<file path="src/core_pkg.sv">
package core_pkg;

    // data widths
    typedef logic [31:0] word_t;     // register and ALU data
    typedef logic [31:0] inst_t;     // instruction word
    typedef logic [26:0] pc_t;       // byte pc
    typedef logic [4:0]  reg_idx_t;  // register index

    // major opcode in inst[2:0]
    typedef enum logic [2:0] {
        OP_ALU    = 3'b000,  // register-register
        OP_ALUI   = 3'b100,  // register-immediate
        OP_UPPER  = 3'b101,  // only funct 010 (lui) is legal
        OP_BRANCH = 3'b110,
        OP_JUMP   = 3'b111
    } op_e;

    // ALU function in inst[5:3]
    typedef enum logic [2:0] {
        ADD = 3'd0,
        SUB = 3'd1,
        AND = 3'd2,
        OR  = 3'd3,
        XOR = 3'd4,
        SLL = 3'd5,
        SRL = 3'd6,
        SLT = 3'd7   // signed compare
    } alu_fn_e;

    // branch condition in inst[5:3]
    typedef enum logic [2:0] {
        EQ  = 3'd0,
        NE  = 3'd1,
        LT  = 3'd2,
        GE  = 3'd3,
        LTU = 3'd4,
        GEU = 3'd5
    } br_fn_e;

    // kind of output record
    typedef enum logic [1:0] {
        KIND_WB      = 2'd0,
        KIND_BRANCH  = 2'd1,
        KIND_JUMP    = 2'd2,
        KIND_ILLEGAL = 2'd3
    } kind_e;

    localparam logic [2:0] LUI_FUNCT = 3'b010;  // funct of lui under OP_UPPER

    // input queue, depth must be a power of two
    localparam int QUEUE_DEPTH = 4;
    localparam int QPTR_W      = $clog2(QUEUE_DEPTH);
    localparam int QCNT_W      = $clog2(QUEUE_DEPTH + 1);

    // credits held by the core for the output side
    localparam int OUT_CREDITS = 2;
    localparam int OUT_CNT_W   = $clog2(OUT_CREDITS + 1);

endpackage
</file>
<file path="src/core_top.sv">
`timescale 1ns/10ps

module core_top (
    input  logic                 clk,
    input  logic                 reset,
    input  logic                 in_valid,
    input  core_pkg::inst_t      in_inst,
    input  core_pkg::pc_t        in_pc,
    output logic                 in_credit,
    output logic                 out_valid,
    output core_pkg::kind_e      out_kind,
    output core_pkg::reg_idx_t   out_rd,
    output core_pkg::word_t      out_value,
    output core_pkg::pc_t        out_pc,
    input  logic                 out_credit
);

    logic                 advance;
    logic                 pop;
    logic                 q_valid;
    core_pkg::inst_t      q_inst;
    core_pkg::pc_t        q_pc;

    core_pkg::reg_idx_t   rs1;
    core_pkg::reg_idx_t   rs2;
    core_pkg::word_t      rd1;
    core_pkg::word_t      rd2;

    logic                 dec_valid;
    core_pkg::op_e        dec_op;
    logic [2:0]           dec_funct;
    core_pkg::word_t      dec_a;
    core_pkg::word_t      dec_b;
    core_pkg::word_t      dec_imm;
    core_pkg::reg_idx_t   dec_rd;
    logic                 dec_wen;
    core_pkg::pc_t        dec_pc;
    core_pkg::pc_t        dec_jaddr;

    logic                 ex_wen;
    core_pkg::reg_idx_t   ex_rd;
    core_pkg::word_t      ex_value;
    logic                 exr_valid;
    core_pkg::kind_e      exr_kind;
    core_pkg::reg_idx_t   exr_rd;
    core_pkg::word_t      exr_value;
    core_pkg::pc_t        exr_pc;
    logic                 exr_wen;

    logic                 res_wen;
    core_pkg::reg_idx_t   res_rd;
    core_pkg::word_t      res_value;

    inst_queue u_queue (
        .clk, .reset, .in_valid, .in_inst, .in_pc, .pop,
        .in_credit, .q_valid, .q_inst, .q_pc
    );

    decode u_decode (
        .clk, .reset, .advance, .q_valid, .q_inst, .q_pc, .rd1, .rd2,
        .ex_wen, .ex_rd, .ex_value, .res_wen, .res_rd, .res_value,
        .pop, .rs1, .rs2, .dec_valid, .dec_op, .dec_funct, .dec_a, .dec_b,
        .dec_imm, .dec_rd, .dec_wen, .dec_pc, .dec_jaddr
    );

    // write port fed by the committing record
    reg_file u_regs (
        .clk, .reset, .rs1, .rs2,
        .wen(res_wen), .wd_idx(res_rd), .wd(res_value),
        .rd1, .rd2
    );

    execute u_execute (
        .clk, .reset, .advance, .dec_valid, .dec_op, .dec_funct, .dec_a, .dec_b,
        .dec_imm, .dec_rd, .dec_wen, .dec_pc, .dec_jaddr,
        .ex_wen, .ex_rd, .ex_value,
        .exr_valid, .exr_kind, .exr_rd, .exr_value, .exr_pc, .exr_wen
    );

    result u_result (
        .clk, .reset, .exr_valid, .exr_kind, .exr_rd, .exr_value, .exr_pc, .exr_wen,
        .out_credit, .advance, .res_wen, .res_rd, .res_value,
        .out_valid, .out_kind, .out_rd, .out_value, .out_pc
    );

endmodule

</file>
<file path="src/result.sv">
`timescale 1ns/10ps

module result (
    input  logic                 clk,
    input  logic                 reset,
    input  logic                 exr_valid,
    input  core_pkg::kind_e      exr_kind,
    input  core_pkg::reg_idx_t   exr_rd,
    input  core_pkg::word_t      exr_value,
    input  core_pkg::pc_t        exr_pc,
    input  logic                 exr_wen,
    input  logic                 out_credit,
    output logic                 advance,
    output logic                 res_wen,
    output core_pkg::reg_idx_t   res_rd,
    output core_pkg::word_t      res_value,
    output logic                 out_valid,
    output core_pkg::kind_e      out_kind,
    output core_pkg::reg_idx_t   out_rd,
    output core_pkg::word_t      out_value,
    output core_pkg::pc_t        out_pc
);

    logic [core_pkg::OUT_CNT_W-1:0] out_cnt;  // credits left at the consumer
    logic                           have_credit;

    assign have_credit = (out_cnt != '0);

    // whole pipe moves unless a record waits for a credit
    assign advance = have_credit || !exr_valid;

    assign out_valid = exr_valid && have_credit;  // held record is sent once
    assign out_kind  = exr_kind;
    assign out_rd    = exr_rd;
    assign out_value = exr_value;
    assign out_pc    = exr_pc;

    // commit of the held record and second forwarding source
    assign res_wen   = out_valid && exr_wen;
    assign res_rd    = exr_rd;
    assign res_value = exr_value;

    always_ff @(posedge clk) begin
        if (reset) begin
            out_cnt <= core_pkg::OUT_CNT_W'(core_pkg::OUT_CREDITS);
        end else begin
            case ({out_credit, out_valid})
                2'b10:   out_cnt <= out_cnt + 1'b1;
                2'b01:   out_cnt <= out_cnt - 1'b1;
                default: out_cnt <= out_cnt;  // none or one in and one out
            endcase
        end
    end

    // consumer returns no more credits than were taken
    a_cnt_bound: assert property (@(posedge clk) disable iff (reset)
        out_cnt <= core_pkg::OUT_CREDITS);

    // last credit spent with none returned, nothing leaves next cycle
    a_send_credit: assert property (@(posedge clk) disable iff (reset)
        (out_valid && !out_credit && out_cnt == 1) |=> !out_valid);

endmodule

</file>
<file path="src/execute.sv">
`timescale 1ns/10ps

module execute (
    input  logic                 clk,
    input  logic                 reset,
    input  logic                 advance,
    input  logic                 dec_valid,
    input  core_pkg::op_e        dec_op,
    input  logic [2:0]           dec_funct,
    input  core_pkg::word_t      dec_a,
    input  core_pkg::word_t      dec_b,
    input  core_pkg::word_t      dec_imm,
    input  core_pkg::reg_idx_t   dec_rd,
    input  logic                 dec_wen,
    input  core_pkg::pc_t        dec_pc,
    input  core_pkg::pc_t        dec_jaddr,
    output logic                 ex_wen,
    output core_pkg::reg_idx_t   ex_rd,
    output core_pkg::word_t      ex_value,
    output logic                 exr_valid,
    output core_pkg::kind_e      exr_kind,
    output core_pkg::reg_idx_t   exr_rd,
    output core_pkg::word_t      exr_value,
    output core_pkg::pc_t        exr_pc,
    output logic                 exr_wen
);

    core_pkg::word_t  alu_out;
    logic             taken;
    core_pkg::pc_t    br_target;
    core_pkg::kind_e  kind;
    core_pkg::pc_t    out_pc;

    always_comb begin
        case (core_pkg::alu_fn_e'(dec_funct))
            core_pkg::ADD: alu_out = dec_a + dec_b;
            core_pkg::SUB: alu_out = dec_a - dec_b;
            core_pkg::AND: alu_out = dec_a & dec_b;
            core_pkg::OR:  alu_out = dec_a | dec_b;
            core_pkg::XOR: alu_out = dec_a ^ dec_b;
            core_pkg::SLL: alu_out = dec_a << dec_b[4:0];
            core_pkg::SRL: alu_out = dec_a >> dec_b[4:0];
            default:       alu_out = {31'b0, $signed(dec_a) < $signed(dec_b)};  // slt
        endcase
    end

    always_comb begin
        case (core_pkg::br_fn_e'(dec_funct))
            core_pkg::EQ:  taken = (dec_a == dec_b);
            core_pkg::NE:  taken = (dec_a != dec_b);
            core_pkg::LT:  taken = ($signed(dec_a) < $signed(dec_b));
            core_pkg::GE:  taken = ($signed(dec_a) >= $signed(dec_b));
            core_pkg::LTU: taken = (dec_a < dec_b);
            core_pkg::GEU: taken = (dec_a >= dec_b);
            default:       taken = 1'b0;  // funct 6 and 7 never branch
        endcase
    end

    assign br_target = dec_pc + {dec_imm[24:0], 2'b00};  // wraps at 27 bits

    always_comb begin
        kind     = core_pkg::KIND_ILLEGAL;
        ex_value = '0;
        out_pc   = dec_pc;
        case (dec_op)
            core_pkg::OP_ALU,
            core_pkg::OP_ALUI: begin
                kind     = core_pkg::KIND_WB;
                ex_value = alu_out;
            end
            core_pkg::OP_UPPER: begin
                if (dec_funct == core_pkg::LUI_FUNCT) begin
                    kind     = core_pkg::KIND_WB;
                    ex_value = {dec_imm[15:0], 16'h0000};
                end
            end
            core_pkg::OP_BRANCH: begin
                kind     = core_pkg::KIND_BRANCH;
                ex_value = {31'b0, taken};
                out_pc   = br_target;
            end
            core_pkg::OP_JUMP: begin
                kind   = core_pkg::KIND_JUMP;
                out_pc = dec_jaddr;
            end
            default: kind = core_pkg::KIND_ILLEGAL;  // ops 001, 010, 011
        endcase
    end

    // seen by decode as the first forwarding source
    assign ex_wen = dec_valid && dec_wen;
    assign ex_rd  = dec_rd;

    always_ff @(posedge clk) begin
        if (advance) begin
            exr_kind  <= kind;
            exr_rd    <= dec_rd;
            exr_value <= ex_value;
            exr_pc    <= out_pc;
        end
    end

    always_ff @(posedge clk) begin
        if (reset) begin
            exr_valid <= 1'b0;
            exr_wen   <= 1'b0;
        end else if (advance) begin
            exr_valid <= dec_valid;
            exr_wen   <= ex_wen;
        end
    end

endmodule

</file>
<file path="src/decode.sv">
`timescale 1ns/10ps

module decode (
    input  logic                 clk,
    input  logic                 reset,
    input  logic                 advance,
    input  logic                 q_valid,
    input  core_pkg::inst_t      q_inst,
    input  core_pkg::pc_t        q_pc,
    input  core_pkg::word_t      rd1,
    input  core_pkg::word_t      rd2,
    input  logic                 ex_wen,
    input  core_pkg::reg_idx_t   ex_rd,
    input  core_pkg::word_t      ex_value,
    input  logic                 res_wen,
    input  core_pkg::reg_idx_t   res_rd,
    input  core_pkg::word_t      res_value,
    output logic                 pop,
    output core_pkg::reg_idx_t   rs1,
    output core_pkg::reg_idx_t   rs2,
    output logic                 dec_valid,
    output core_pkg::op_e        dec_op,
    output logic [2:0]           dec_funct,
    output core_pkg::word_t      dec_a,
    output core_pkg::word_t      dec_b,
    output core_pkg::word_t      dec_imm,
    output core_pkg::reg_idx_t   dec_rd,
    output logic                 dec_wen,
    output core_pkg::pc_t        dec_pc,
    output core_pkg::pc_t        dec_jaddr
);

    logic [2:0]          op;
    logic [2:0]          funct;
    core_pkg::reg_idx_t  rd;
    core_pkg::word_t     imm_il;
    core_pkg::word_t     imm_sb;
    core_pkg::word_t     fwd_a;
    core_pkg::word_t     fwd_b;
    logic                writes_rd;

    assign op    = q_inst[2:0];
    assign funct = q_inst[5:3];
    assign rs1   = q_inst[31:27];
    assign rs2   = q_inst[10:6];
    assign rd    = q_inst[26:22];

    assign imm_il = {{16{q_inst[21]}}, q_inst[21:6]};   // I and L forms
    assign imm_sb = {{16{q_inst[26]}}, q_inst[26:11]};  // S and B forms

    assign pop = advance && q_valid;

    // instruction in execute wins over the one in result
    function automatic core_pkg::word_t forward(input core_pkg::reg_idx_t idx,
                                                input core_pkg::word_t    rf_data);
        if (idx == '0)
            return rf_data;
        else if (ex_wen && ex_rd == idx)
            return ex_value;
        else if (res_wen && res_rd == idx)
            return res_value;
        else
            return rf_data;
    endfunction

    assign fwd_a = forward(rs1, rd1);
    assign fwd_b = forward(rs2, rd2);

    always_comb begin
        writes_rd = 1'b0;
        case (op)
            core_pkg::OP_ALU,
            core_pkg::OP_ALUI:  writes_rd = 1'b1;
            core_pkg::OP_UPPER: writes_rd = (funct == core_pkg::LUI_FUNCT);
            default:            writes_rd = 1'b0;  // branch, jump, illegal
        endcase
    end

    // payload has no reset
    always_ff @(posedge clk) begin
        if (advance) begin
            dec_op    <= core_pkg::op_e'(op);
            dec_funct <= funct;
            dec_a     <= fwd_a;
            dec_b     <= (op == core_pkg::OP_ALUI || op == core_pkg::OP_UPPER) ? imm_il : fwd_b;
            dec_imm   <= (op == core_pkg::OP_BRANCH) ? imm_sb : imm_il;
            dec_rd    <= rd;
            dec_pc    <= q_pc;
            dec_jaddr <= {q_inst[30:6], 2'b00};  // word address to byte pc
        end
    end

    always_ff @(posedge clk) begin
        if (reset) begin
            dec_valid <= 1'b0;
            dec_wen   <= 1'b0;
        end else if (advance) begin
            dec_valid <= q_valid;  // bubble when the queue is empty
            dec_wen   <= q_valid && writes_rd && rd != '0;
        end
    end

endmodule

</file>
<file path="src/reg_file.sv">
`timescale 1ns/10ps

module reg_file (
    input  logic                 clk,
    input  logic                 reset,
    input  core_pkg::reg_idx_t   rs1,
    input  core_pkg::reg_idx_t   rs2,
    input  logic                 wen,
    input  core_pkg::reg_idx_t   wd_idx,
    input  core_pkg::word_t      wd,
    output core_pkg::word_t      rd1,
    output core_pkg::word_t      rd2
);

    core_pkg::word_t regs [31:1];  // r0 has no storage

    function automatic core_pkg::word_t read_port(input core_pkg::reg_idx_t idx);
        if (idx == '0)
            return '0;
        else if (wen && wd_idx == idx)
            return wd;  // write of this cycle seen at once
        else
            return regs[idx];
    endfunction

    assign rd1 = read_port(rs1);
    assign rd2 = read_port(rs2);

    always_ff @(posedge clk) begin
        if (reset) begin
            for (int i = 1; i < 32; i++)
                regs[i] <= '0;
        end else if (wen && wd_idx != '0) begin
            regs[wd_idx] <= wd;
        end
    end

endmodule

</file>
<file path="src/inst_queue.sv">
`timescale 1ns/10ps

module inst_queue (
    input  logic             clk,
    input  logic             reset,
    input  logic             in_valid,
    input  core_pkg::inst_t  in_inst,
    input  core_pkg::pc_t    in_pc,
    input  logic             pop,
    output logic             in_credit,
    output logic             q_valid,
    output core_pkg::inst_t  q_inst,
    output core_pkg::pc_t    q_pc
);

    core_pkg::inst_t inst_mem [core_pkg::QUEUE_DEPTH];
    core_pkg::pc_t   pc_mem   [core_pkg::QUEUE_DEPTH];

    logic [core_pkg::QPTR_W-1:0] wr_ptr;
    logic [core_pkg::QPTR_W-1:0] rd_ptr;
    logic [core_pkg::QCNT_W-1:0] q_cnt;

    assign q_valid = (q_cnt != '0);
    assign q_inst  = inst_mem[rd_ptr];  // head goes straight to decode
    assign q_pc    = pc_mem[rd_ptr];

    always_ff @(posedge clk) begin
        if (in_valid) begin
            inst_mem[wr_ptr] <= in_inst;
            pc_mem[wr_ptr]   <= in_pc;
        end
    end

    always_ff @(posedge clk) begin
        if (reset) begin
            wr_ptr    <= '0;
            rd_ptr    <= '0;
            q_cnt     <= '0;
            in_credit <= 1'b0;
        end else begin
            in_credit <= pop;  // one credit back per entry taken
            if (in_valid)
                wr_ptr <= wr_ptr + 1'b1;  // wraps, depth is a power of two
            if (pop)
                rd_ptr <= rd_ptr + 1'b1;
            case ({in_valid, pop})
                2'b10:   q_cnt <= q_cnt + 1'b1;
                2'b01:   q_cnt <= q_cnt - 1'b1;
                default: q_cnt <= q_cnt;
            endcase
        end
    end

    // the sender only pushes against credits it holds
    a_no_push_full: assert property (@(posedge clk) disable iff (reset)
        in_valid |-> (q_cnt != core_pkg::QUEUE_DEPTH));

    // decode only pops a valid head
    a_no_pop_empty: assert property (@(posedge clk) disable iff (reset)
        pop |-> q_valid);

endmodule

</file>
<file path="config.mk">
export PLATFORM = sky130hd
export DESIGN_NAME = core_top
export DESIGN_NICKNAME = d
export VERILOG_FILES = /design/src/core_pkg.sv /design/src/core_top.sv /design/src/result.sv /design/src/execute.sv /design/src/decode.sv /design/src/reg_file.sv /design/src/inst_queue.sv
export SDC_FILE = /design/constraint.sdc
export NUM_CORES = 2
export LEC_CHECK = 0
export BUFFER_PORTS_ARGS = -buffer_cell sky130_fd_sc_hd__clkbuf_2
export CAP_MARGIN = 20
export CELL_PAD_IN_SITES_DETAIL_PLACEMENT = 0
export CELL_PAD_IN_SITES_GLOBAL_PLACEMENT = 2
export CORE_ASPECT_RATIO = 0.75
export CORE_MARGIN = 5
export CORE_UTILIZATION = 30
export DETAILED_ROUTE_END_ITERATION = 16
export PLACE_DENSITY_LB_ADDON = 0.3
export SLEW_MARGIN = 15
export SYNTH_ARGS = -nofsm -noshare
export SYNTH_HDL_FRONTEND = slang
export SYNTH_SLANG_ARGS = --single-unit
</file>
<file path="constraint.sdc">
create_clock -name clk -period 7.68 [get_ports clk]
set_clock_uncertainty 0.1 [all_clocks]
set_input_delay 1.92 -clock clk [delete_from_list [all_inputs] [get_ports clk]]
set_output_delay 1.92 -clock clk [all_outputs]
set_load 0.02 [all_outputs]
</file>
---- Yosys cells after proc, flatten, opt, wreduce, memory -nomap -nowiden ----
Memory sizes are Yosys's and may differ from the RTL's. A register that Yosys moved wholly into a read port is not among the register bits.
Cells that the tools add are included.
word-level totals
  memory bits (read-only) ................. 0
  memories kept ........................... 3
  output and inout bits ................... 68
  flip-flop bits (word level) ............. 205
  bits of input ports ..................... 63
  memory bits (writable) .................. 1228
  latch bits .............................. 0
  word-level logic and storage cells ...... 125
cells by class
  $add $sub $neg .......................... 9
  bitwise gates (word level) .............. 3
  mux-type cells .......................... 32
  equal/unequal tests ..................... 24
  $lt $le $gt $ge ......................... 4
  div/mod/pow operators ................... 0
  shift operators ......................... 2
  $mul .................................... 0
  reductions and logical operators ........ 28
memories
  memory            words  width  read ports  clocked after Yosys merged registers in  write ports  RTL line          RTL
  u_regs.regs       31     32     2           0                                        31           reg_file.sv:15    core_pkg::word_t regs [31:1];
  u_queue.inst_mem  4      32     1           1                                        1            inst_queue.sv:16  core_pkg::inst_t inst_mem [core_pkg::QUEUE_DEPTH];
  u_queue.pc_mem    4      27     1           1                                        1            inst_queue.sv:17  core_pkg::pc_t pc_mem [core_pkg::QUEUE_DEPTH];
operators by type and width
  operator                                       number
  two-way mux 32 bit                             11
  one-hot mux 32 bit (7 select lines)            1
  one-hot mux 32 bit (3 select lines)            1
  >= comparator 32 bit                           2
  less-than comparator 32 bit                    2
  one-hot mux 27 bit (2 select lines)            1
  adder 32 bit                                   1
  bitwise AND 32 bit                             1
  == test 32 bit                                 1
  inequality test 32 bit                         1
  OR 32 bit                                      1
  OR reduction 32 bit                            1
  left shift 32 x 5 -> 32 bit                    1
  >> shifter 32 x 5 -> 32 bit                    1
  subtractor 32 bit                              1
  bitwise XOR 32 bit                             1
  == test 3 bit, second input constant           10
  adder 27 bit                                   1
  two-way mux 25 bit                             1
  == test 5 bit                                  4
  logical AND 1 bit                              11
  logical NOT 5 bit                              2
  nonzero test 5 bit                             2
  == test 3 x 2 -> 1 bit, second input constant  3
  21 further kinds                               40

---- Logic depth before layout (Yosys ltp) ----
  word-level depth ........................ 9
  gate-level depth with buffers ........... 17
  depth with buffers taken out ............ 14

---- Modules after synthesis ----
A second synthesis with hierarchy kept.
unflattened totals
  cell total of the unflattened synthesis .. 6394
  area total of the unflattened synthesis .. 84016.8 sq um
by module, submodules not included
  module      times used  area each (sq um)  seq. area each (sq um)  cells an instance
  reg_file    1           54725.0            30749.5                 3741
  execute     1           12624.6            2021.9                  1649
  inst_queue  1           8982.4             7287.0                  357
  decode      1           6795.3             4184.0                  530
  result      1           889.6              40.0                    117

---- Worst setup path before layout ----
Ideal clock, no wire load.
  path kind ............................... input -> register
  start point ............................. input reset
  end point ............................... memory u_regs.regs[2][0] in the netlist's numbering (enable)
  data arrival time ....................... 5.168 ns
  buffers on the path ..................... 3
  setup slack ............................. 1.946 ns
  stages on the path ...................... 6
  path through ............................ clkbuf_1 nor2_1 nand3b_1 clkbuf_1 clkbuf_1 o21ai_0
RTL lines
  item             RTL line        RTL
  start, declared  core_top.sv:5   input logic reset,
  end, declared    reg_file.sv:15

==> summary by stage <==
Timing
The total negative slack for setup checks is 0 ns. The number of pins exceeding their max-slew limit in the final report is 0. Based on the critical path, the design can be clocked at up to just under 200 MHz. The worst-case headroom to the max-slew limit is between 10% and 20%.

The actual slew at the worst max-slew pin is about 1.3 ns. After layout, the worst setup slack is about 2.6 ns. The shortest clock period the worst path allows after layout is between 5 and 6 ns.

The count of final setup violators is 0. The post-route fraction of the period consumed by the critical path is between 60% and 70%. The hold violation count in the final report is 0.

Setup repair after global routing left no endpoint under its margin.

Clocking
The clock passes through at most 4 buffers. The cell chosen for the clock root is sky130_fd_sc_hd__clkbuf_16. Once the clock tree was built, the resizer swapped 0 gates to a different size. In this run the number of H-tree levels came out at 4.

The buffer count from post-CTS setup fixing is 0. The clock latency at the later pin of the worst-skew pair is between 0.8 and 0.9 ns. The TritonCTS clock tree is done. The number of clock buffers added by TritonCTS is between 150 and 200. The count of hold buffers inserted by post-cts repair is 0. The register clock-pin slew on the reported worst setup and hold paths is 0.07 ns. The count of clock tree sinks is approximately 1500.

Pwr
Per report_power, the combinational group accounts for 49.7% of the total. The clock network is responsible for approximately a fifth of the overall power. The maximum vdd ir drop is 0.2367 mV. The sequential cell fraction of total power is a little under 30%. The proportion of total power due to net switching is between 40% and 50%. The analysis attributes to cell leakage a power of about 33 nW. For this design the total switching power over the nets is approximately 16 mW. The total power divided by cell area is 401.1 nW/um^2.

Cell internal power was estimated by the tool at 20.83 mW.

Critical path
Data on the critical path arrives at its endpoint at 5.60 ns. STA classifies the critical path startpoint as a flop. The stage delay of the slowest cell on the critical path is 0.63 ns. The data required time of the critical path is between 8 and 9 ns. The cell family contributing the most delay on the critical path is multiplexers. The setup path with the least slack is of type flop to flop. The number of buffers and inverters on the critical path is 2. The sort of element at the end of the critical path is a flop. The signal on the critical path passes through mux2i_1, mux2_2, inv_16, buf_4, mux4_2, mux4_2, mux2i_1, a211oi_1, a21oi_1, o21ai_1. The cell with the largest stage delay on the worst path is sky130_fd_sc_hd__mux4_2. In this run the worst path has a maximum fanout of ~100. The count of cell instances traversed by the critical path is 10. The number of cells on the worst reg-to-reg path is 10.

Global route
The via count of the first global-routing pass is roughly 54000. The total congestion overflow is 0. The initial antenna violation count came to 36.

In the global route stage, overall resource usage came out at 21.84%. Entering global routing, the biggest net connects about 110 pins. The first-pass GRT wire length is roughly 440 mm.

Yosys
Of the synthesized area, sequential elements account for 53.97%. The instance count of the mapped netlist is 5956. After synthesis, the share of flip-flops with an asynchronous set or reset is 0%.

Counting flops with a built-in enable in the synthesized netlist gives around 1500. The number of distinct library cells after synthesis is 93. The cell area after synthesis is between 80000 and 90000 um^2. Dividing the synthesized area by the synthesized cell count gives roughly 14 um^2.

The Yosys warning count is 0. The most used flip-flop cell after synthesis is sky130_fd_sc_hd__edfxtp_1. The synthesized flop and latch total is about 1500.

Layout
The layout has 26430 filler cells. The multi-input combinational cells in the finished layout cover a total of ~36000 um^2. The post-layout net count is ~6100.

The final core area utilization is approximately a third. Compared with the post-synthesis result, the final layout area differs by 12.76%. In the final layout, flip-flops and latches occupy between 40000 and 50000 um^2. The layout cell share with drive strength beyond 1 is approximately 22%. The final instance count without filler cells is 9686.

Route
The number of vias per cell is around 5.6. The DRC marker count from the first detailed-route iteration is about 7300. The total number of vias is between 50000 and 60000. The detail route stage leaves a number of antenna-violating nets equal to 0. The wire length reported by the detailed router is around 320 mm. The first-pass iteration count of the detailed router is 6. For this run, design rule violations remaining after detail routing come to 0.

In the final routed layout, each cell accounts on average for between 30 and 40 um.

Place
The pre-CTS setup slack is approximately 2.3 ns. Buffers placed on the I/O ports in this run total 130. At the end of routability-driven placement, the weighted congestion stood at approximately 0.93.

The final HPWL from detailed placement is 217.7 mm. The cell total after placement is 9387.

Min path
The worst hold path belongs to the class flop to flop. Along the worst hold path, the cell count comes to 2.

Die
The area of the core region is 272500 um^2. The initial core utilization is approximately 30%. The area of the die is about 280000 um^2. The floorplan has 166 rows. The y dimension of the die is approximately 460 um. From left edge to right edge, the die measures 613.9 um. The number of primary I/O pins is ~130.

Status
The run finished with clean final reports.

Job
Across the run, the number of max-cap violations was 0.
==> area by class of cell <==
class                   count  area share [%]
well taps                3612           4.885
clock inverters            63          0.5680
multi-input cells        3832           38.68
diodes                     13         0.03516
clock buffers             220           4.789
inverters                 135          0.5815
flip-flops and latches   1480           47.87
repair buffers            331           2.594
==> path summary, 6_finish.rpt <==
path,startpoint,slack [ns],endpoint
min reg2reg,u_decode.dec_valid$_SDFFE_PP0P_,0.38,u_decode.dec_valid$_SDFFE_PP0P_
min,u_decode.dec_valid$_SDFFE_PP0P_,0.38,u_decode.dec_valid$_SDFFE_PP0P_
max reg2reg,flop,2.57,u_decode.dec_b[28]$_DFFE_PP_
max,flop,2.57,u_decode.dec_b[28]$_DFFE_PP_
==> synth_stat cells, drive strengths merged, types with 49 or more instances <==
cell type	n	area [um^2]
a21oi	248	1241
and2	987	6175
buf	161	812.0
clkbuf	379	1423
edfxtp	1464	43960
ha	132	1652
inv	133	501.7
mux2i	161	1612
mux4	658	14820
nand2	293	1100
nor2	293	1100
nor3	81	410.4
o211ai	51	387.9
o21ai	199	996.0
xnor2	49	429.2
==> layer usage <==
| metal | wire length (um) | global-route usage, % | vias up |
|---|---|---|---|
| met4 | 8013 | 5.029 | 10 |
| li1 | - | - | 22850 |
| met3 | 26320 | 4.120 | 354 |
| met2 | 139200 | 32.40 | 2401 |
| met5 | 69 | 0 | - |
| met1 | 144800 | 32.94 | 29010 |
==> cells by family after synthesis <==
kind of cell               after synthesis  share of synthesized area (%)
other                                    1                       0.004571
AOI/OAI and AO/OA                      886                          7.090
DFF                                   1480                          53.97
xor gates and xnor gates                69                         0.7366
and+or+nand+nor                       1858                          12.27
buffers and inverters                  675                          3.344
adders and majority gates              136                          2.111
muxes                                  851                          20.47
==> cells in the final DEF (no fill, tap or decap), drive strengths merged, types with 81 or more instances in the layout <==
master  instances
mux2i         161
o21ai         199
clkbuf        350
nor2          293
and2          987
inv           138
nand2         293
mux4          658
ha            132
a21oi         248
nor3           81
buf           200
edfxtp       1464
==> worst register-to-register path: cells and delay by family, from the launching register on <==
kind | cells | cell delay (ns)
buffers and inverters | 2 | 1.28
flip-flops | 1 | 0.59
multiplexers | 5 | 2.36
AO/OA/AOI/OAI | 3 | 0.49
==> sequential cells by signal, indices dropped and copies added, names as in the netlist, 21 cells and up, named ones only <==
| signal | count |
|---|---|
| u_regs.regs | 1024 |
| u_queue.inst_mem | 128 |
| u_queue.pc_mem | 108 |
| u_decode.dec_a | 32 |
| u_decode.dec_b | 32 |
| u_execute.exr_value | 32 |
| u_decode.dec_pc | 27 |
| u_execute.exr_pc | 27 |
| u_decode.dec_jaddr | 21 |
==> metrics by stage <==
stage	hold slack [ns]	area (um^2)	power [mW]
6_report	0.3839	92520	37.11
3_5_place_dp	0.3780	87490	29.46
3_3_place_gp	0.3646	87350	29.50
5_1_grt	0.4167	92490	38.62
2_1_floorplan	0.3500	82160	21.96
4_1_cts	0.3866	92450	37.14
==> power groups by stage <==
stage | clock, mW | sequential [mW] | combinational [mW]
floorplan | 0 | 10.8 | 11.2
global route | 8.11 | 11.1 | 19.4
detailed placement | 0 | 11.2 | 18.3
global placement | 0 | 11.2 | 18.3
finish | 7.65 | 11.0 | 18.4
CTS | 7.78 | 11.0 | 18.3
No activity file was read; power rests on OpenSTA's default activity.
